<file path="src/hw/rbz_pkg.sv">
`default_nettype none

package rbz_pkg;

  // Default 640x480 timing, sync ends are exclusive
  localparam int H_VIEW       = 640;
  localparam int V_VIEW       = 480;
  localparam int H_TOTAL      = 800;
  localparam int V_TOTAL      = 525;
  localparam int H_SYNC_START = 656;
  localparam int H_SYNC_END   = 752;
  localparam int V_SYNC_START = 490;
  localparam int V_SYNC_END   = 492;

  // Screen-centre row of the rotated display
  localparam int HALF_SIZE = H_VIEW / 2;

  typedef logic [9:0] pos_t;

  // Blue pair, green pair, red pair from the top down
  typedef logic [5:0] rgb_t;

  // Signed fixed point with 10 fraction bits
  localparam int FIX_FRAC = 10;
  typedef logic signed [21:0] fix_t;

  typedef logic [23:0] tex_addr_t;

  // Texture slice stream, one byte per texel
  localparam int         TEXELS            = 64;
  localparam logic [7:0] TSPI_CMD          = 8'h6B;
  localparam int         TSPI_CMD_LEN      = 8;
  localparam int         TSPI_ADDR_LEN     = 24;
  localparam int         TSPI_DUMMY_LEN    = 8;
  localparam int         TSPI_PREAMBLE_LEN = TSPI_CMD_LEN + TSPI_ADDR_LEN + TSPI_DUMMY_LEN;
  localparam int         TSPI_STREAM_LEN   = TSPI_PREAMBLE_LEN + 2 * TEXELS;
  // Preamble ends exactly at the start of horizontal blanking
  localparam int         TSPI_START        = H_VIEW - TSPI_PREAMBLE_LEN;

  // Register port index
  typedef enum logic [3:0] {
    SKY     = 4'd0,
    FLOOR   = 4'd1,
    VSHIFT  = 4'd2,
    VINF    = 4'd3,
    TEXADD0 = 4'd4,
    TEXADD1 = 4'd5,
    TEXADD2 = 4'd6,
    TEXADD3 = 4'd7
  } reg_idx_e;

  localparam rgb_t SKY_RESET   = 6'b010101;
  localparam rgb_t FLOOR_RESET = 6'b101010;

endpackage

`default_nettype wire
</file>
<file path="src/hw/rbz_renderer.sv">
`timescale 1ns/1ps
`default_nettype none

module rbz_renderer #(
  parameter int H_TOTAL     = rbz_pkg::H_TOTAL,
  parameter int V_TOTAL     = rbz_pkg::V_TOTAL,
  parameter int SYNC_STAGES = 2
) (
  input  logic          clk,
  input  logic          i_rst_n,
  // Register SPI port
  input  logic          i_reg_ss_n,
  input  logic          i_reg_sclk,
  input  logic          i_reg_mosi,
  // Column descriptor for the next line
  input  logic [1:0]    i_wall_id,
  input  logic          i_side,
  input  logic [5:0]    i_texu,
  input  logic [10:0]   i_size,
  input  rbz_pkg::fix_t i_tex_step,
  input  rbz_pkg::fix_t i_tex_init,
  // Texture flash, QSPI
  input  logic [3:0]    i_tex_in,
  output logic          o_tex_csb,
  output logic          o_tex_sclk,
  output logic          o_tex_out0,
  output logic          o_tex_oeb0,
  // VGA
  output logic          o_hsync_n,
  output logic          o_vsync_n,
  output rbz_pkg::rgb_t o_rgb,
  output logic          o_hblank,
  output logic          o_vblank,
  output logic          o_vinf
);
  import rbz_pkg::*;

  pos_t       hpos;
  pos_t       vpos;
  logic       hsync;
  logic       vsync;
  logic       hmax;
  logic       frame_end;
  rgb_t       sky;
  rgb_t       floor_rgb;
  logic [5:0] vshift;
  tex_addr_t  texadd0;
  tex_addr_t  texadd1;
  tex_addr_t  texadd2;
  tex_addr_t  texadd3;
  logic [5:0] texv;
  rgb_t       texel_rgb;

  rbz_vga_timing #(
    .H_TOTAL (H_TOTAL),
    .V_TOTAL (V_TOTAL)
  ) u_timing (
    .clk         (clk),
    .i_rst_n     (i_rst_n),
    .o_hpos      (hpos),
    .o_vpos      (vpos),
    .o_hsync     (hsync),
    .o_vsync     (vsync),
    .o_hblank    (o_hblank),
    .o_vblank    (o_vblank),
    .o_hmax      (hmax),
    .o_frame_end (frame_end)
  );

  // VGA syncs are active low
  assign o_hsync_n = ~hsync;
  assign o_vsync_n = ~vsync;

  // Settings land only between frames
  rbz_reg_spi #(
    .SYNC_STAGES (SYNC_STAGES)
  ) u_regs (
    .clk         (clk),
    .i_rst_n     (i_rst_n),
    .i_ss_n      (i_reg_ss_n),
    .i_sclk      (i_reg_sclk),
    .i_mosi      (i_reg_mosi),
    .i_frame_end (frame_end),
    .o_sky       (sky),
    .o_floor     (floor_rgb),
    .o_vshift    (vshift),
    .o_vinf      (o_vinf),
    .o_texadd0   (texadd0),
    .o_texadd1   (texadd1),
    .o_texadd2   (texadd2),
    .o_texadd3   (texadd3)
  );

  // Fetches next line's slice during blanking
  rbz_tex_qspi u_tex (
    .clk         (clk),
    .i_rst_n     (i_rst_n),
    .i_hpos      (hpos),
    .i_wall_id   (i_wall_id),
    .i_side      (i_side),
    .i_texu      (i_texu),
    .i_texadd0   (texadd0),
    .i_texadd1   (texadd1),
    .i_texadd2   (texadd2),
    .i_texadd3   (texadd3),
    .i_texv      (texv),
    .i_tex_in    (i_tex_in),
    .o_tex_csb   (o_tex_csb),
    .o_tex_sclk  (o_tex_sclk),
    .o_tex_out0  (o_tex_out0),
    .o_tex_oeb0  (o_tex_oeb0),
    .o_texel_rgb (texel_rgb)
  );

  rbz_row_shader u_shader (
    .clk         (clk),
    .i_rst_n     (i_rst_n),
    .i_hpos      (hpos),
    .i_vpos      (vpos),
    .i_hmax      (hmax),
    .i_size      (i_size),
    .i_tex_step  (i_tex_step),
    .i_tex_init  (i_tex_init),
    .i_vshift    (vshift),
    .i_vinf      (o_vinf),
    .i_sky       (sky),
    .i_floor     (floor_rgb),
    .i_texel_rgb (texel_rgb),
    .o_texv      (texv),
    .o_rgb       (o_rgb)
  );

endmodule

`default_nettype wire

</file>
<file path="src/hw/rbz_row_shader.sv">
`timescale 1ns/1ps
`default_nettype none

module rbz_row_shader (
  input  logic          clk,
  input  logic          i_rst_n,
  input  rbz_pkg::pos_t i_hpos,
  input  rbz_pkg::pos_t i_vpos,
  input  logic          i_hmax,
  input  logic [10:0]   i_size,
  input  rbz_pkg::fix_t i_tex_step,
  input  rbz_pkg::fix_t i_tex_init,
  input  logic [5:0]    i_vshift,
  input  logic          i_vinf,
  input  rbz_pkg::rgb_t i_sky,
  input  rbz_pkg::rgb_t i_floor,
  input  rbz_pkg::rgb_t i_texel_rgb,
  output logic [5:0]    o_texv,
  output rbz_pkg::rgb_t o_rgb
);
  import rbz_pkg::*;

  logic [10:0] size_q;
  fix_t        step_q;
  fix_t        init_q;
  fix_t        acc_q;
  fix_t        vshift_fix;
  fix_t        sum;
  logic [11:0] hpos_ext;
  logic [11:0] size_ext;
  logic        in_wall;
  logic        blank;
  rgb_t        bg;

  // Descriptor for the coming line
  always_ff @(posedge clk or negedge i_rst_n) begin
    if (!i_rst_n) begin
      size_q <= '0;
    end else if (i_hmax) begin
      size_q <= i_size;
    end
  end

  always_ff @(posedge clk) begin
    if (i_hmax) begin
      step_q <= i_tex_step;
      init_q <= i_tex_init;
    end
  end

  // Texture v accumulator, zero at hpos 0
  always_ff @(posedge clk or negedge i_rst_n) begin
    if (!i_rst_n) begin
      acc_q <= '0;
    end else begin
      acc_q <= i_hmax ? '0 : acc_q + step_q;
    end
  end

  // Shift in whole texels, 8 screen pixels per texel at unit distance
  assign vshift_fix = fix_t'({i_vshift, {(FIX_FRAC + 3){1'b0}}});
  assign sum        = acc_q + init_q + vshift_fix;

  // Clamp underflow to the first texel
  // vinf lets negative values wrap instead
  assign o_texv = (!sum[$bits(fix_t)-1] || i_vinf) ?
                  sum[FIX_FRAC+8:FIX_FRAC+3] : 6'd0;

  // Wall span is centred on HALF_SIZE, 12 bits avoid going negative
  assign hpos_ext = {2'b00, i_hpos};
  assign size_ext = {1'b0, size_q};
  assign in_wall  = (hpos_ext + size_ext >= 12'(HALF_SIZE)) &&
                    (hpos_ext < 12'(HALF_SIZE) + size_ext);

  assign blank = (i_hpos >= pos_t'(H_VIEW)) || (i_vpos >= pos_t'(V_VIEW));

  // Floor on the low half of the column, sky on the high half
  assign bg = (i_hpos < pos_t'(HALF_SIZE)) ? i_floor : i_sky;

  // Registered pixel colour
  always_ff @(posedge clk or negedge i_rst_n) begin
    if (!i_rst_n) begin
      o_rgb <= '0;
    end else if (blank) begin
      o_rgb <= '0;
    end else if (in_wall) begin
      o_rgb <= i_texel_rgb;
    end else begin
      o_rgb <= bg;
    end
  end

endmodule

`default_nettype wire

</file>
<file path="src/hw/rbz_tex_qspi.sv">
`timescale 1ns/1ps
`default_nettype none

module rbz_tex_qspi (
  input  logic               clk,
  input  logic               i_rst_n,
  input  rbz_pkg::pos_t      i_hpos,
  input  logic [1:0]         i_wall_id,
  input  logic               i_side,
  input  logic [5:0]         i_texu,
  input  rbz_pkg::tex_addr_t i_texadd0,
  input  rbz_pkg::tex_addr_t i_texadd1,
  input  rbz_pkg::tex_addr_t i_texadd2,
  input  rbz_pkg::tex_addr_t i_texadd3,
  input  logic [5:0]         i_texv,
  input  logic [3:0]         i_tex_in,
  output logic               o_tex_csb,
  output logic               o_tex_sclk,
  output logic               o_tex_out0,
  output logic               o_tex_oeb0,
  output rbz_pkg::rgb_t      o_texel_rgb
);
  import rbz_pkg::*;

  // First state after command and address
  localparam int ADDR_END = TSPI_CMD_LEN + TSPI_ADDR_LEN;

  pos_t              state;
  logic              streaming;
  logic              data_present;
  logic [1:0]        wall_sel_q;
  logic              side_q;
  logic [5:0]        texu_q;
  tex_addr_t         addend;
  tex_addr_t         slice_addr;
  logic [4:0]        addr_bit;
  // Planes 0..5 are red lo/hi, green lo/hi, blue lo/hi
  logic [TEXELS-1:0] plane_q [6];

  // Stream state follows hpos, wraps modulo 1024
  assign state        = i_hpos - pos_t'(TSPI_START);
  assign streaming    = (state < pos_t'(TSPI_STREAM_LEN));
  assign data_present = streaming && (state >= pos_t'(TSPI_PREAMBLE_LEN));

  // Flash clock runs continuously
  // Data set up on rising clk is stable at the rising SCLK edge
  assign o_tex_sclk = ~clk;

  // Chip select covers the whole stream
  assign o_tex_csb = !streaming;

  // io0 turns around at the dummy cycles
  assign o_tex_oeb0 = streaming && (state >= pos_t'(ADDR_END));

  // Capture the slice fields when the stream opens
  always_ff @(posedge clk or negedge i_rst_n) begin
    if (!i_rst_n) begin
      wall_sel_q <= '0;
      side_q     <= 1'b0;
      texu_q     <= '0;
    end else if (state == '0) begin
      // Wall ids 1..4 map to texture slots 0..3
      wall_sel_q <= i_wall_id - 2'd1;
      side_q     <= i_side;
      texu_q     <= i_texu;
    end
  end

  // Per-texture offset into flash
  always_comb begin
    case (wall_sel_q)
      2'd0:    addend = i_texadd0;
      2'd1:    addend = i_texadd1;
      2'd2:    addend = i_texadd2;
      default: addend = i_texadd3;
    endcase
  end

  // 64 bytes per slice, texu picks the slice
  // Side and wall slot sit above it
  assign slice_addr = {9'd0, wall_sel_q, side_q, texu_q, 6'd0} + addend;

  // Address goes out MSB first from state 8
  assign addr_bit = 5'(ADDR_END - 1) - state[4:0];

  always_comb begin
    if (state < pos_t'(TSPI_CMD_LEN)) begin
      o_tex_out0 = TSPI_CMD[3'd7 - state[2:0]];
    end else if (state < pos_t'(ADDR_END)) begin
      o_tex_out0 = slice_addr[addr_bit];
    end else begin
      // Dummy cycles, read phase and idle
      o_tex_out0 = 1'b0;
    end
  end

  // Sample on the rising SCLK edge, where flash data is stable
  // Even states carry the low colour bits, odd states the high bits
  // io3 is not used
  always_ff @(negedge clk) begin
    if (data_present) begin
      for (int ch = 0; ch < 3; ch++) begin
        plane_q[2*ch + state[0]] <=
          {i_tex_in[ch], plane_q[2*ch + state[0]][TEXELS-1:1]};
      end
    end
  end

  // Bit k of the colour comes from plane k
  always_comb begin
    for (int k = 0; k < 6; k++) begin
      o_texel_rgb[k] = plane_q[k][i_texv];
    end
  end

  // Turnaround only inside a select window that opened with the command
  a_oeb_in_window: assert property (
    @(posedge clk) disable iff (!i_rst_n)
    o_tex_oeb0 |-> !o_tex_csb && $past(!o_tex_csb, ADDR_END)
  );

endmodule

`default_nettype wire

</file>
<file path="src/hw/rbz_reg_spi.sv">
`timescale 1ns/1ps
`default_nettype none

module rbz_reg_spi #(
  parameter int SYNC_STAGES = 2
) (
  input  logic               clk,
  input  logic               i_rst_n,
  input  logic               i_ss_n,
  input  logic               i_sclk,
  input  logic               i_mosi,
  input  logic               i_frame_end,
  output rbz_pkg::rgb_t      o_sky,
  output rbz_pkg::rgb_t      o_floor,
  output logic [5:0]         o_vshift,
  output logic               o_vinf,
  output rbz_pkg::tex_addr_t o_texadd0,
  output rbz_pkg::tex_addr_t o_texadd1,
  output rbz_pkg::tex_addr_t o_texadd2,
  output rbz_pkg::tex_addr_t o_texadd3
);
  import rbz_pkg::*;

  // Longest transfer is index plus a 24-bit addend
  localparam int SR_LEN = 4 + 24;

  logic [SYNC_STAGES-1:0][2:0] sync_q;
  logic                        ss_n_s;
  logic                        sclk_s;
  logic                        mosi_s;
  logic                        ss_n_d;
  logic                        sclk_d;
  logic                        sclk_rise;
  logic                        xfer_end;
  logic [5:0]                  bit_cnt;
  logic [SR_LEN-1:0]           shift_q;
  reg_idx_e                    idx;
  logic [5:0]                  width;
  logic                        stage_ok;
  rgb_t                        sky_st;
  rgb_t                        floor_st;
  logic [5:0]                  vshift_st;
  logic                        vinf_st;
  tex_addr_t                   texadd_st [4];

  // Payload width per register, 0 for an unknown index
  function automatic logic [5:0] payload_width(input reg_idx_e i);
    case (i)
      SKY, FLOOR, VSHIFT:                 payload_width = 6'd6;
      VINF:                               payload_width = 6'd1;
      TEXADD0, TEXADD1, TEXADD2, TEXADD3: payload_width = 6'd24;
      default:                            payload_width = 6'd0;
    endcase
  endfunction

  // Two-flop style synchronisers, ss_n idles high
  always_ff @(posedge clk or negedge i_rst_n) begin
    if (!i_rst_n) begin
      sync_q <= {SYNC_STAGES{3'b100}};
      ss_n_d <= 1'b1;
      sclk_d <= 1'b0;
    end else begin
      sync_q <= {sync_q[SYNC_STAGES-2:0], {i_ss_n, i_sclk, i_mosi}};
      ss_n_d <= ss_n_s;
      sclk_d <= sclk_s;
    end
  end

  assign {ss_n_s, sclk_s, mosi_s} = sync_q[SYNC_STAGES-1];

  // Mode 0 samples on the rising sclk edge
  assign sclk_rise = sclk_s && !sclk_d;
  // Transfer closes when ss_n goes back high
  assign xfer_end  = ss_n_s && !ss_n_d;

  // Bit count saturates so long transfers never alias to a valid length
  always_ff @(posedge clk or negedge i_rst_n) begin
    if (!i_rst_n) begin
      bit_cnt <= '0;
    end else if (ss_n_s) begin
      bit_cnt <= '0;
    end else if (sclk_rise && (bit_cnt != 6'h3F)) begin
      bit_cnt <= bit_cnt + 1'b1;
    end
  end

  // MSB first, the newest bit lands at bit 0
  always_ff @(posedge clk) begin
    if (!ss_n_s && sclk_rise) begin
      shift_q <= {shift_q[SR_LEN-2:0], mosi_s};
    end
  end

  // Index sits just above the payload, whatever its width
  assign idx      = reg_idx_e'(4'(shift_q >> (bit_cnt - 6'd4)));
  assign width    = payload_width(idx);
  assign stage_ok = (width != 6'd0) && (bit_cnt == 6'd4 + width);

  // Staged copies take every well-formed write
  always_ff @(posedge clk or negedge i_rst_n) begin
    if (!i_rst_n) begin
      sky_st    <= SKY_RESET;
      floor_st  <= FLOOR_RESET;
      vshift_st <= '0;
      vinf_st   <= 1'b0;
      texadd_st <= '{default: '0};
    end else if (xfer_end && stage_ok) begin
      case (idx)
        SKY:     sky_st    <= shift_q[5:0];
        FLOOR:   floor_st  <= shift_q[5:0];
        VSHIFT:  vshift_st <= shift_q[5:0];
        VINF:    vinf_st   <= shift_q[0];
        // Only the four addends remain here
        default: texadd_st[idx[1:0]] <= shift_q[23:0];
      endcase
    end
  end

  // Active copies follow the staged ones once per frame
  always_ff @(posedge clk or negedge i_rst_n) begin
    if (!i_rst_n) begin
      o_sky     <= SKY_RESET;
      o_floor   <= FLOOR_RESET;
      o_vshift  <= '0;
      o_vinf    <= 1'b0;
      o_texadd0 <= '0;
      o_texadd1 <= '0;
      o_texadd2 <= '0;
      o_texadd3 <= '0;
    end else if (i_frame_end) begin
      o_sky     <= sky_st;
      o_floor   <= floor_st;
      o_vshift  <= vshift_st;
      o_vinf    <= vinf_st;
      o_texadd0 <= texadd_st[0];
      o_texadd1 <= texadd_st[1];
      o_texadd2 <= texadd_st[2];
      o_texadd3 <= texadd_st[3];
    end
  end

  // No tearing inside a visible frame
  a_commit_at_frame_end: assert property (
    @(posedge clk) disable iff (!i_rst_n)
    $changed({o_sky, o_floor, o_vshift, o_vinf,
              o_texadd0, o_texadd1, o_texadd2, o_texadd3})
      |-> $past(i_frame_end)
  );

endmodule

`default_nettype wire

</file>
<file path="src/hw/rbz_vga_timing.sv">
`timescale 1ns/1ps
`default_nettype none

module rbz_vga_timing #(
  parameter int H_TOTAL = rbz_pkg::H_TOTAL,
  parameter int V_TOTAL = rbz_pkg::V_TOTAL
) (
  input  logic          clk,
  input  logic          i_rst_n,
  output rbz_pkg::pos_t o_hpos,
  output rbz_pkg::pos_t o_vpos,
  output logic          o_hsync,
  output logic          o_vsync,
  output logic          o_hblank,
  output logic          o_vblank,
  output logic          o_hmax,
  output logic          o_frame_end
);
  import rbz_pkg::*;

  logic h_last;
  logic v_last;

  // Last column of a line and last line of a frame
  assign h_last = (o_hpos == pos_t'(H_TOTAL - 1));
  assign v_last = (o_vpos == pos_t'(V_TOTAL - 1));

  // Free-running position counters
  always_ff @(posedge clk or negedge i_rst_n) begin
    if (!i_rst_n) begin
      o_hpos <= '0;
      o_vpos <= '0;
    end else if (h_last) begin
      o_hpos <= '0;
      // Vertical count steps once per line
      o_vpos <= v_last ? '0 : o_vpos + 1'b1;
    end else begin
      o_hpos <= o_hpos + 1'b1;
    end
  end

  // Sync pulses are active high here, top level inverts
  assign o_hsync = (o_hpos >= pos_t'(H_SYNC_START)) && (o_hpos < pos_t'(H_SYNC_END));
  assign o_vsync = (o_vpos >= pos_t'(V_SYNC_START)) && (o_vpos < pos_t'(V_SYNC_END));

  assign o_hblank = (o_hpos >= pos_t'(H_VIEW));
  assign o_vblank = (o_vpos >= pos_t'(V_VIEW));

  // Line end strobe
  assign o_hmax = h_last;
  // Last pixel slot of the last visible line
  assign o_frame_end = h_last && (o_vpos == pos_t'(V_VIEW - 1));

  // Horizontal count must wrap before it leaves the line
  a_hpos_range: assert property (
    @(posedge clk) disable iff (!i_rst_n)
    o_hpos < pos_t'(H_TOTAL)
  );

endmodule

`default_nettype wire

</file>
<file path="config.mk">
export PLATFORM = sky130hd
export DESIGN_NAME = rbz_renderer
export DESIGN_NICKNAME = d
export VERILOG_FILES = /design/src/hw/rbz_pkg.sv /design/src/hw/rbz_renderer.sv /design/src/hw/rbz_row_shader.sv /design/src/hw/rbz_tex_qspi.sv /design/src/hw/rbz_reg_spi.sv /design/src/hw/rbz_vga_timing.sv
export SDC_FILE = /design/constraint.sdc
export NUM_CORES = 1
export LEC_CHECK = 0
export BUFFER_PORTS_ARGS = -buffer_cell sky130_fd_sc_hd__buf_2
export CELL_PAD_IN_SITES_DETAIL_PLACEMENT = 1
export CELL_PAD_IN_SITES_GLOBAL_PLACEMENT = 1
export CORE_MARGIN = 2
export CORE_UTILIZATION = 49
export CTS_BUF_LIST = sky130_fd_sc_hd__clkbuf_4 sky130_fd_sc_hd__clkbuf_8
export DETAILED_ROUTE_END_ITERATION = 7
export PLACE_DENSITY = 0.79
export SLEW_MARGIN = 20
export SYNTH_ARGS = -nofsm -noshare
export SYNTH_HDL_FRONTEND = slang
export SYNTH_SLANG_ARGS = --single-unit
export TNS_END_PERCENT = 10
</file>
<file path="constraint.sdc">
create_clock -name clk -period 17.31 [get_ports clk]
set_clock_uncertainty 0.05 [all_clocks]
set_input_delay 1.731 -clock clk [delete_from_list [all_inputs] [get_ports clk]]
set_output_delay 1.731 -clock clk [all_outputs]
set_load 0.1 [all_outputs]
</file>
Yosys cells after proc, flatten, opt, wreduce, memory -nomap -nowiden
Memories as Yosys holds them, arrays and structs flattened. Index checks and enable logic that the tools add are counted.

Add/subtract/negate cells: 17. Order comparisons: 19. Equality and inequality tests: 10. Shift-type cells: 1. Mux-type cells: 33. Bitwise gates (word level): 5. Reduce and logical (&&, ||, !) cells: 31.

Operators with widths (number): 96-bit bitwise mux (1); 24-bit one-hot mux with 3 select lines (1); 24-bit demux with 2-bit select (1); 22-bit adder (2); 6-bit 2-to-1 mux (7); 1-bit binary-select mux with 6-bit select (6); 28-bit by 6-bit >> shifter with 4-bit output (1); 15-bit by 24-bit adder with 24-bit output (1); 24-bit 2-to-1 mux (1); 22-bit by 20-bit adder with 22-bit output (1); 22-bit 2-to-1 mux (1); 10-bit by 1-bit adder with 10-bit output (second input constant) (2); 10-bit == test (second input constant) (2); 10-bit greater-or-equal comparator (second input constant) (2); 10-bit by 6-bit greater-or-equal comparator with 1-bit output (second input constant) (2); 10-bit by 9-bit greater-or-equal comparator with 1-bit output (second input constant) (2); 10-bit by 9-bit less-than comparator with 1-bit output (second input constant) (2); 10-bit 2-to-1 mux (2); 1-bit logical AND (13); 10-bit by 11-bit adder with 12-bit output (1); 9-bit by 11-bit adder with 12-bit output (first input constant) (1); 12-bit by 9-bit greater-or-equal comparator with 1-bit output (second input constant) (1); 10-bit by 12-bit less-than comparator with 1-bit output (1); 1-bit 2-to-1 mux (12); 37 further kinds (50).

Bits in registers: 384. Memory bits (writable): 384. Memory bits (read-only): 48. Bits of input ports: 73. Output and inout port bits: 15. Word-level logic and storage cells: 151. Memories kept: 3.

Memories: u_tex.plane_q (depth 6, bits a word 64, read ports 9, clocked after memory_dff 0, write ports 3, RTL line rbz_tex_qspi.sv:38) `logic [TEXELS-1:0] plane_q [6];`; (no name shown) (depth 8, bits a word 5, read ports 1, clocked after memory_dff 0, write ports 0, RTL line rbz_reg_spi.sv:48) `case (i)`; (no name shown) (depth 8, bits a word 1, read ports 1, clocked after memory_dff 0, write ports 0, RTL line rbz_tex_qspi.sv:88) `o_tex_out0 = TSPI_CMD[3'd7 - state[2:0]];`.

Depth between registers and ports, before layout
Gate-level depths: netlist of run 1.

Word-level depth: 9. Gate-level depth with buffers: 19. Mapped depth without buffers: 16.

Cells and area by module
From an unflattened synthesis of run 1, not the netlist that was laid out.

Cell total of the unflattened synthesis: 2256. Area, all modules: 36467.5 µm².

By module, submodules not included: rbz_tex_qspi (times used 1, cells each 983, area an instance 18865.6 µm², seq. area each 11756.3 µm²); rbz_reg_spi (times used 1, cells each 684, area an instance 11189.5 µm², seq. area each 6965.4 µm²); rbz_row_shader (times used 1, cells each 473, area an instance 5333.9 µm², seq. area each 2297.2 µm²); rbz_vga_timing (times used 1, cells each 114, area an instance 1071.0 µm², seq. area each 500.5 µm²); rbz_renderer (times used 1, cells each 2, area an instance 7.5 µm², seq. area each 0.0 µm²).

==> results of run 1 <==
## critical path, cell delays in order, from the launching register on
cell,delay [ns]
sky130_fd_sc_hd__dfrtp_1,0.57
sky130_fd_sc_hd__inv_1,0.20
sky130_fd_sc_hd__ha_1,0.46
sky130_fd_sc_hd__a21oi_1,0.19
sky130_fd_sc_hd__a21boi_0,0.13
sky130_fd_sc_hd__nor3_1,0.18
sky130_fd_sc_hd__o22a_1,0.17
sky130_fd_sc_hd__o211ai_1,0.11
sky130_fd_sc_hd__nand2b_1,0.27
sky130_fd_sc_hd__nor3_4,0.33
sky130_fd_sc_hd__buf_12,0.37
sky130_fd_sc_hd__buf_16,0.50
## layout make-up
cell class              count  share of cell area (%)
clock buffers             180                   5.335
multi-input cells        1775                   33.72
well taps                 969                   2.867
clock inverters           450                   5.006
repair buffers            113                   1.737
flip-flops and latches    768                   50.90
inverters                  48                  0.4290
diodes                      1                0.005918
## per-layer routing
layer  global-route usage (%)  share of wire [%]
met1                    32.33                 41
met2                    45.23                 51
met3                    6.007                5.3
met4                    12.88                3.1
met5                        0              0.013
## cells by family after synthesis
| family | share of synthesized area [%] |
|---|---|
| DFF | 58.82 |
| and+or+nand+nor | 8.984 |
| muxes | 18.46 |
| AOI/OAI and AO/OA | 6.454 |
| buffers and inverters | 2.370 |
| adders and majority gates | 3.741 |
| xor gates and xnor gates | 1.173 |
## sequential cells by signal (all words and copies together) (netlist names), 10 cells and up
register and flops:
u_regs.o_texadd3 24, u_timing.o_hpos 10, u_regs.shift_q 28, u_shader.size_q 11, u_shader.init_q 22, u_regs.texadd_st 96, u_timing.o_vpos 10, u_regs.o_texadd1 24
u_regs.o_texadd0 24, u_shader.acc_q 22, u_shader.step_q 22, u_tex.plane_q 384, u_regs.o_texadd2 24
## power groups by stage
stage / clock network, mW / logic [mW] / registers (mW)
6_report: 2.31 / 0.0437 / 1.94
5_1_grt: 2.49 / 0.0491 / 1.94
4_1_cts: 2.36 / 0.0443 / 1.94
3_5_place_dp: 0.152 / 0.0439 / 1.98
3_3_place_gp: 0.152 / 0.0418 / 1.97
2_1_floorplan: 0.150 / 0.0166 / 1.97
## path summary, 6_finish.rpt
kind,from,endpoint,slack [ns],cells after the start
max,u_timing.o_hpos[3]$_DFF_PN0_,u_tex.plane_q[3][52]$_DFFE_NP_,4.38,11
min,u_regs.sync_q[1]$_DFF_PN0_,u_regs.sclk_s$_DFF_PN0_,0.30,0
max reg2reg,u_timing.o_hpos[3]$_DFF_PN0_,u_tex.plane_q[3][52]$_DFFE_NP_,4.38,11
min reg2reg,u_regs.sync_q[1]$_DFF_PN0_,u_regs.sclk_s$_DFF_PN0_,0.30,0
max in group asynchronous,i_rst_n,u_timing.o_hpos[0]$_DFF_PN0_,13.96,3
min in group asynchronous,i_rst_n,u_regs.texadd_st[58]$_DFFE_PN0P_,0.89,1
## metrics by stage
stage / std cells / TNS [ns] / setup slack [ns] / hold WS (ns)
5_1_grt: 4304 / 0 / 4.110 / 0.3118
6_report: 4304 / 0 / 4.383 / 0.3046
3_3_place_gp: 3672 / 0 / 1.923 / 0.2896
4_1_cts: 4300 / 0 / 4.580 / 0.3080
2_1_floorplan: 2745 / -441.08 / -2.297 / 0.2812
3_5_place_dp: 3672 / 0 / 1.923 / 0.2942
## Yosys cell counts (7+ instances only)
library cell,n
sky130_fd_sc_hd__mux2_1,28
sky130_fd_sc_hd__a311oi_1,21
sky130_fd_sc_hd__ha_1,95
sky130_fd_sc_hd__o21a_1,8
sky130_fd_sc_hd__o21bai_1,8
sky130_fd_sc_hd__fa_1,9
sky130_fd_sc_hd__nor2_1,95
sky130_fd_sc_hd__mux2_2,407
sky130_fd_sc_hd__buf_2,42
sky130_fd_sc_hd__nand2b_1,16
sky130_fd_sc_hd__buf_4,7
sky130_fd_sc_hd__dfrtp_1,297
sky130_fd_sc_hd__a31oi_1,20
sky130_fd_sc_hd__clkbuf_1,86
sky130_fd_sc_hd__and3_1,42
sky130_fd_sc_hd__nand4_1,14
sky130_fd_sc_hd__o221ai_1,15
sky130_fd_sc_hd__o211ai_1,9
sky130_fd_sc_hd__a21o_1,11
sky130_fd_sc_hd__and2_1,11
sky130_fd_sc_hd__nor3_1,33
sky130_fd_sc_hd__edfxtp_1,456
sky130_fd_sc_hd__o21ai_0,60
sky130_fd_sc_hd__buf_1,14
sky130_fd_sc_hd__nand3_1,102
sky130_fd_sc_hd__nand2_1,317
sky130_fd_sc_hd__mux2i_1,102
sky130_fd_sc_hd__nor2b_1,14
sky130_fd_sc_hd__a211oi_1,42
sky130_fd_sc_hd__xor2_1,23
sky130_fd_sc_hd__mux4_2,37
sky130_fd_sc_hd__or3_1,16
sky130_fd_sc_hd__xnor2_1,26
sky130_fd_sc_hd__a21oi_1,73
sky130_fd_sc_hd__dfstp_2,15
sky130_fd_sc_hd__inv_1,48
==> out/metrics.csv, run 1 <==
stage;metric;value;unit
run_status;result of the run;finished clean;
floorplan;initial core utilization;49.31;%
clocking;post-cts repair resize count;0;
critical_path;required time of the critical path;8.96;ns
power_and_ir_drop;Combinational Power Share;1.0;%
clocking;number of buffers inserted to repair setup after CTS;0;
floorplan;Core Box Area;74200;sq um
yosys;Syn Nets;2922;
yosys;FFs w/ async S/R, synth;40.63;%
critical_path;type of the worst setup path;register to register;
routing;Pre-antenna DRT Iters;7;
timing;number of setup violations in the final report;0;
clocking;CTS clk-pin slew, worst paths;0.06;ns
clocking;level count of the clock H-tree;4;
critical_path;crit-path max FO;130;
power_and_ir_drop;P_leak;18.39;nW
global_route;GRT Residual Overflow;0;
clocking;clock buffers created by TritonCTS;135;
clocking;clock root buffer;sky130_fd_sc_hd__clkbuf_8;
yosys;sequential-to-total area share from yosys stat;58.82;%
final_layout;layout net count;3404;
yosys;number of distinct standard cells referenced by the synthesized netlist;87;
clocking;clk_lat worst skew;0.79;ns
yosys;library cell occupying the most area in the post-synthesis netlist;sky130_fd_sc_hd__edfxtp_1;
yosys;mean instance size in the synthesized netlist;13.33;sq um
timing;RSZ-0062 raised after global routing;no;
yosys;flip-flop and latch count after synthesis;768;
floorplan;die width;277.2;microns
yosys;number of warnings issued by yosys;0;
routing;vias;25630;
routing;Routed Wire Length;103000;microns
timing;Hold Fails Final Rpt;0;
power_and_ir_drop;internal power consumption;3.078;mW
final_layout;leading cell type in the layout, fill and taps excluded;sky130_fd_sc_hd__edfxtp_1;
floorplan;top-level port count;88;
final_layout;post-layout instance area;42290;sq um
clocking;Hold-fix buffers, CTS;0;
floorplan;Total Die Area;76860;sq um
global_route;largest net degree at the start of global routing;192;
routing;post-route DRC violation count;0;
timing;Slew headroom;26.21;%
floorplan;die height;277.2;microns
clocking;TritonCTS clock tree;yes;
min_path;worst hold-check path type;register to register;
final_layout;Syn-to-layout area delta;15.58;%
power_and_ir_drop;overall power;4.302;mW
critical_path;Setup crit start kind;register;
run;count of maximum capacitance violations;0;
power_and_ir_drop;net switching power;1.224;mW
place;total of buffers placed on input and output ports;86;
global_route;number of antenna violations at the first check in global routing;3;
yosys;post-synthesis cell count;2745;
floorplan;standard-cell rows;100;
global_route;total routing resource utilization after global routing;26.70;%
power_and_ir_drop;Clock power frac;53.8;%
routing;vias per cell;5.954;
routing;Antenna Violating Nets Remaining;0;
final_layout;top library cells by usage in the layout, fill and taps aside;sky130_fd_sc_hd__edfxtp_1, sky130_fd_sc_hd__inv_1, sky130_fd_sc_hd__mux2_2;
yosys;top_reg_cell synth;sky130_fd_sc_hd__edfxtp_1;
clocking;maximum root-to-sink buffer count;3;
yosys;area of the mapped netlist;36590;sq um
power_and_ir_drop;maximum vdd drop;0.07330;mV
final_layout;end-of-flow core utilization;56.99;%
yosys;Synth top area share;37.43;%
timing;Worst Tran Pin Value;1.107;ns
final_layout;fraction of final layout cells with drive strength greater than 1;25.10;%
final_layout;count of fill cells added during filler insertion;7456;
global_route;vias in the first global route;29180;
routing;DRC marker count from the first detailed-route iteration;2123;
global_route;first-pass GRT wire length;161200;microns
final_layout;Sequential Area;21520;sq um
routing;detailed-route wire length per cell;23.94;microns
power_and_ir_drop;Sw Share;28.45;%
critical_path;CP endpoint kind;register;
timing;Slew Limit Fails;0;
place;Post-DP HPWL;57620;microns
power_and_ir_drop;sequential power share;45.2;%
place;post-placement cell area;37830;sq um
critical_path;CP Data Arrival Time;4.58;ns
yosys;biggest area contributors in the synthesized netlist;sky130_fd_sc_hd__edfxtp_1, sky130_fd_sc_hd__dfrtp_1, sky130_fd_sc_hd__mux2_2, sky130_fd_sc_hd__nand2_1, sky130_fd_sc_hd__ha_1;
power_and_ir_drop;power per standard cell area;101.7;nW/um^2
final_layout;area of the multi-input gates;14260;sq um
place;RD Place Congestion;0.8108;
yosys;number of enable flip-flop cells after synthesis;456;
Note: power is estimated with default switching activity, not from simulation.
==> run 2, diff against run 1 <==
==> constraint.sdc (replaced) <==
create_clock -name clk -period 11.45 [get_ports clk]
set_clock_uncertainty 0.05 [all_clocks]
set_input_delay 1.145 -clock clk [delete_from_list [all_inputs] [get_ports clk]]
set_output_delay 1.145 -clock clk [all_outputs]
set_load 0.1 [all_outputs]
==> run 2 against run 1 <==
Effect of this change: setup slack worse by 2.6 ns; via count up 0.58%; flip-flop and latch count is the same; non-clock buffer count rose by 2; clock power up 48%; first-iteration DRC count shrank 3.2%; worst hold slack better by 0.0026 ns; cell area is essentially flat; sequential power increased by 52%; global-route usage is 0.63 points higher; largest cell class unchanged.
==> out/metrics.csv, run 2 (same netlist as run 1, synthesis figures left out) <==
stage;metric;value;unit;change
critical_path;Worst path max stage delay;0.54;ns;was 0.57 ns
global_route;first-pass GRT wire length;165100;microns;was 161200 microns
power_and_ir_drop;P_leak;18.39;nW;about the same
routing;Routed Wire Length;104800;microns;was 103000 microns
final_layout;layout net count;3408;;was 3404
timing;RSZ-0062 raised after global routing;no;;unchanged
floorplan;Core Box Area;74200;sq um;unchanged
place;RD Place Congestion;0.8208;;was 0.8108
final_layout;leading cell type in the layout, fill and taps excluded;sky130_fd_sc_hd__edfxtp_1;;unchanged
clocking;number of buffers inserted to repair setup after CTS;0;;unchanged
routing;vias;25770;;was 25630
clocking;maximum root-to-sink buffer count;3;;unchanged
timing;worst-case setup margin in the final layout;1.808;ns;was 4.383 ns
final_layout;number of non-filler instances in the completed layout;4315;;was 4304
power_and_ir_drop;maximum vdd drop;0.1003;mV;was 0.07330 mV
global_route;met3 GRT Util;6.361;%;was 6.007%
timing;worst hold slack after final layout;0.3072;ns;was 0.3046 ns
clocking;clk_lat worst skew;0.78;ns;was 0.79 ns
critical_path;Worst R2R End;u_tex.plane_q[5][52]$_DFFE_NP_;;was u_tex.plane_q[3][52]$_DFFE_NP_
run;count of maximum capacitance violations;0;;unchanged
floorplan;initial core utilization;49.31;%;unchanged
critical_path;depth of the worst register-to-register path;10;;was 11
timing;number of setup violations in the final report;0;;unchanged
critical_path;Setup crit start kind;register;;unchanged
global_route;global routing met1 resource utilization;32.90;%;was 32.33%
timing;Hold Fails Final Rpt;0;;unchanged
clocking;TritonCTS clock tree;yes;;unchanged
place;Post-DP HPWL;57590;microns;was 57620 microns
critical_path;required time of the critical path;6.02;ns;was 8.96 ns
clocking;CTS clk-pin slew, worst paths;0.06;ns;about the same
final_layout;Syn-to-layout area delta;15.47;%;was 15.58%
place;placed cells;3676;;was 3672
critical_path;type of the worst setup path;register to register;;unchanged
routing;Antenna Violating Nets Remaining;0;;unchanged
power_and_ir_drop;power per standard cell area;151.8;nW/um^2;was 101.7 nW/um^2
final_layout;post-layout instance area;42250;sq um;was 42290 sq um
critical_path;cell type group with the largest total delay on the critical path;simple AND/OR/NAND/NOR gates;;was buffers and inverters
routing;DRC marker count from the first detailed-route iteration;2055;;was 2123
routing;vias per cell;5.973;;was 5.954
critical_path;cells along the critical path;ha_1 > or2_2 > nor4_1 > a31oi_1 > o22ai_1 > o211ai_1 > nand2b_2 > nor3_4 > buf_12 > buf_16;;was inv_1 > ha_1 > a21oi_1 > a21boi_0 > nor3_1 > o22a_1 > o211ai_1 > nand2b_1 > nor3_4 > buf_12 > buf_16
clocking;clock buffers created by TritonCTS;137;;was 135
floorplan;standard-cell rows;100;;unchanged
critical_path;Crit Reg-Reg Startpoint;u_timing.o_hpos[4]$_DFF_PN0_;;was u_timing.o_hpos[3]$_DFF_PN0_
routing;Pre-antenna DRT Iters;5;;was 7
final_layout;fraction of final layout cells with drive strength greater than 1;25.25;%;was 25.10%
global_route;largest net degree at the start of global routing;193;;was 192
min_path;worst hold-check path type;register to register;;unchanged
global_route;number of antenna violations at the first check in global routing;3;;unchanged
critical_path;crit-path max FO;132;;was 130
global_route;total routing resource utilization after global routing;27.33;%;was 26.70%
routing;detailed-route wire length per cell;24.28;microns;was 23.94 microns
min_path;Min-Delay Path Depth;0;;unchanged
global_route;vias in the first global route;29750;;was 29180
global_route;routing layer with the top usage in global route;met2;;unchanged
place;Post-Place Worst Slack;-0.4213;ns;was 1.923 ns
min_path;worst hold path startpoint;u_regs.sync_q[2]$_DFF_PN1_;;was u_regs.sync_q[1]$_DFF_PN0_
floorplan;die height;277.2;microns;unchanged
min_path;end point of the worst hold path;u_regs.ss_n_s$_DFF_PN1_;;was u_regs.sclk_s$_DFF_PN0_
global_route;global routing met2 resource utilization;45.76;%;was 45.23%
timing;Slew headroom;23.52;%;was 26.21%
critical_path;count of buffering cells on the critical path with inverters included;2;;was 3
place;total of buffers placed on input and output ports;86;;unchanged
timing;setup TNS;0;ns;unchanged
clocking;Hold-fix buffers, CTS;0;;unchanged
critical_path;cell at the slowest stage of the critical path;sky130_fd_sc_hd__buf_16;;was sky130_fd_sc_hd__dfrtp_1
clocking;clock root buffer;sky130_fd_sc_hd__clkbuf_8;;unchanged
timing;Slew Limit Fails;0;;unchanged
routing;post-route DRC violation count;0;;unchanged
global_route;GRT Residual Overflow;0;;unchanged
run_status;result of the run;finished clean;;unchanged
critical_path;CP Data Arrival Time;4.21;ns;was 4.58 ns
floorplan;die width;277.2;microns;unchanged
floorplan;Total Die Area;76860;sq um;unchanged
power_and_ir_drop;overall power;6.413;mW;was 4.302 mW
final_layout;flip-flop count of the largest register, all copies and words added;384;;unchanged
final_layout;end-of-flow core utilization;56.94;%;was 56.99%
final_layout;top library cells by usage in the layout, fill and taps aside;sky130_fd_sc_hd__edfxtp_1, sky130_fd_sc_hd__inv_1, sky130_fd_sc_hd__mux2_2;;unchanged
timing;Worst Tran Pin Value;1.142;ns;was 1.107 ns
clocking;level count of the clock H-tree;4;;unchanged
clocking;post-cts repair resize count;0;;unchanged
floorplan;top-level port count;88;;unchanged
place;post-placement cell area;37910;sq um;was 37830 sq um
critical_path;setup slack of the most critical reg-to-reg path;1.81;ns;was 4.38 ns
critical_path;CP endpoint kind;register;;unchanged
[run 2: layout make-up]
type                       count  area (sq um)
clock inverter               445          1951
timing repair buffer         115         734.5
antenna                        4         10.01
multi-input combinational   1775         14280
sequential                   768         21530
fill                        7515         31950
inverter                      48         183.9
tap                          969          1212
clock buffer                 191          2351
[run 2: where the power goes]
group	internal, mW	total [mW]	leakage [nW]	switching [mW]
logic	0.0239	0.0643	6.84	0.0404
clock network	1.63	3.41	3.60	1.78
registers	2.93	2.94	7.95	0.00939
total	4.59	6.41	18.4	1.83
[run 2: worst max-delay path by stage]
| stage | start | end | slack [ns] | cells past startpoint |
|---|---|---|---|---|
| 2_1_floorplan | u_timing.o_hpos[4]$_DFF_PN0_ | u_tex.plane_q[0][0]$_DFFE_NP_ | -2.45 | 11 |
| 3_3_place_gp | clk | o_tex_sclk | -0.42 | 2 |
| 3_5_place_dp | clk | o_tex_sclk | -0.42 | 2 |
| 4_1_cts | u_timing.o_hpos[4]$_DFF_PN0_ | u_tex.plane_q[5][24]$_DFFE_NP_ | 1.94 | 9 |
| 5_1_grt | u_timing.o_hpos[4]$_DFF_PN0_ | u_tex.plane_q[5][50]$_DFFE_NP_ | 1.59 | 10 |
| 6_report | u_timing.o_hpos[4]$_DFF_PN0_ | u_tex.plane_q[5][52]$_DFFE_NP_ | 1.81 | 10 |
[run 2: per-layer routing]
layer	routed length (microns)	part of all wire, %
met1	41650	40
met2	52880	50
met3	5788	5.5
met4	4438	4.2
met5	0	0
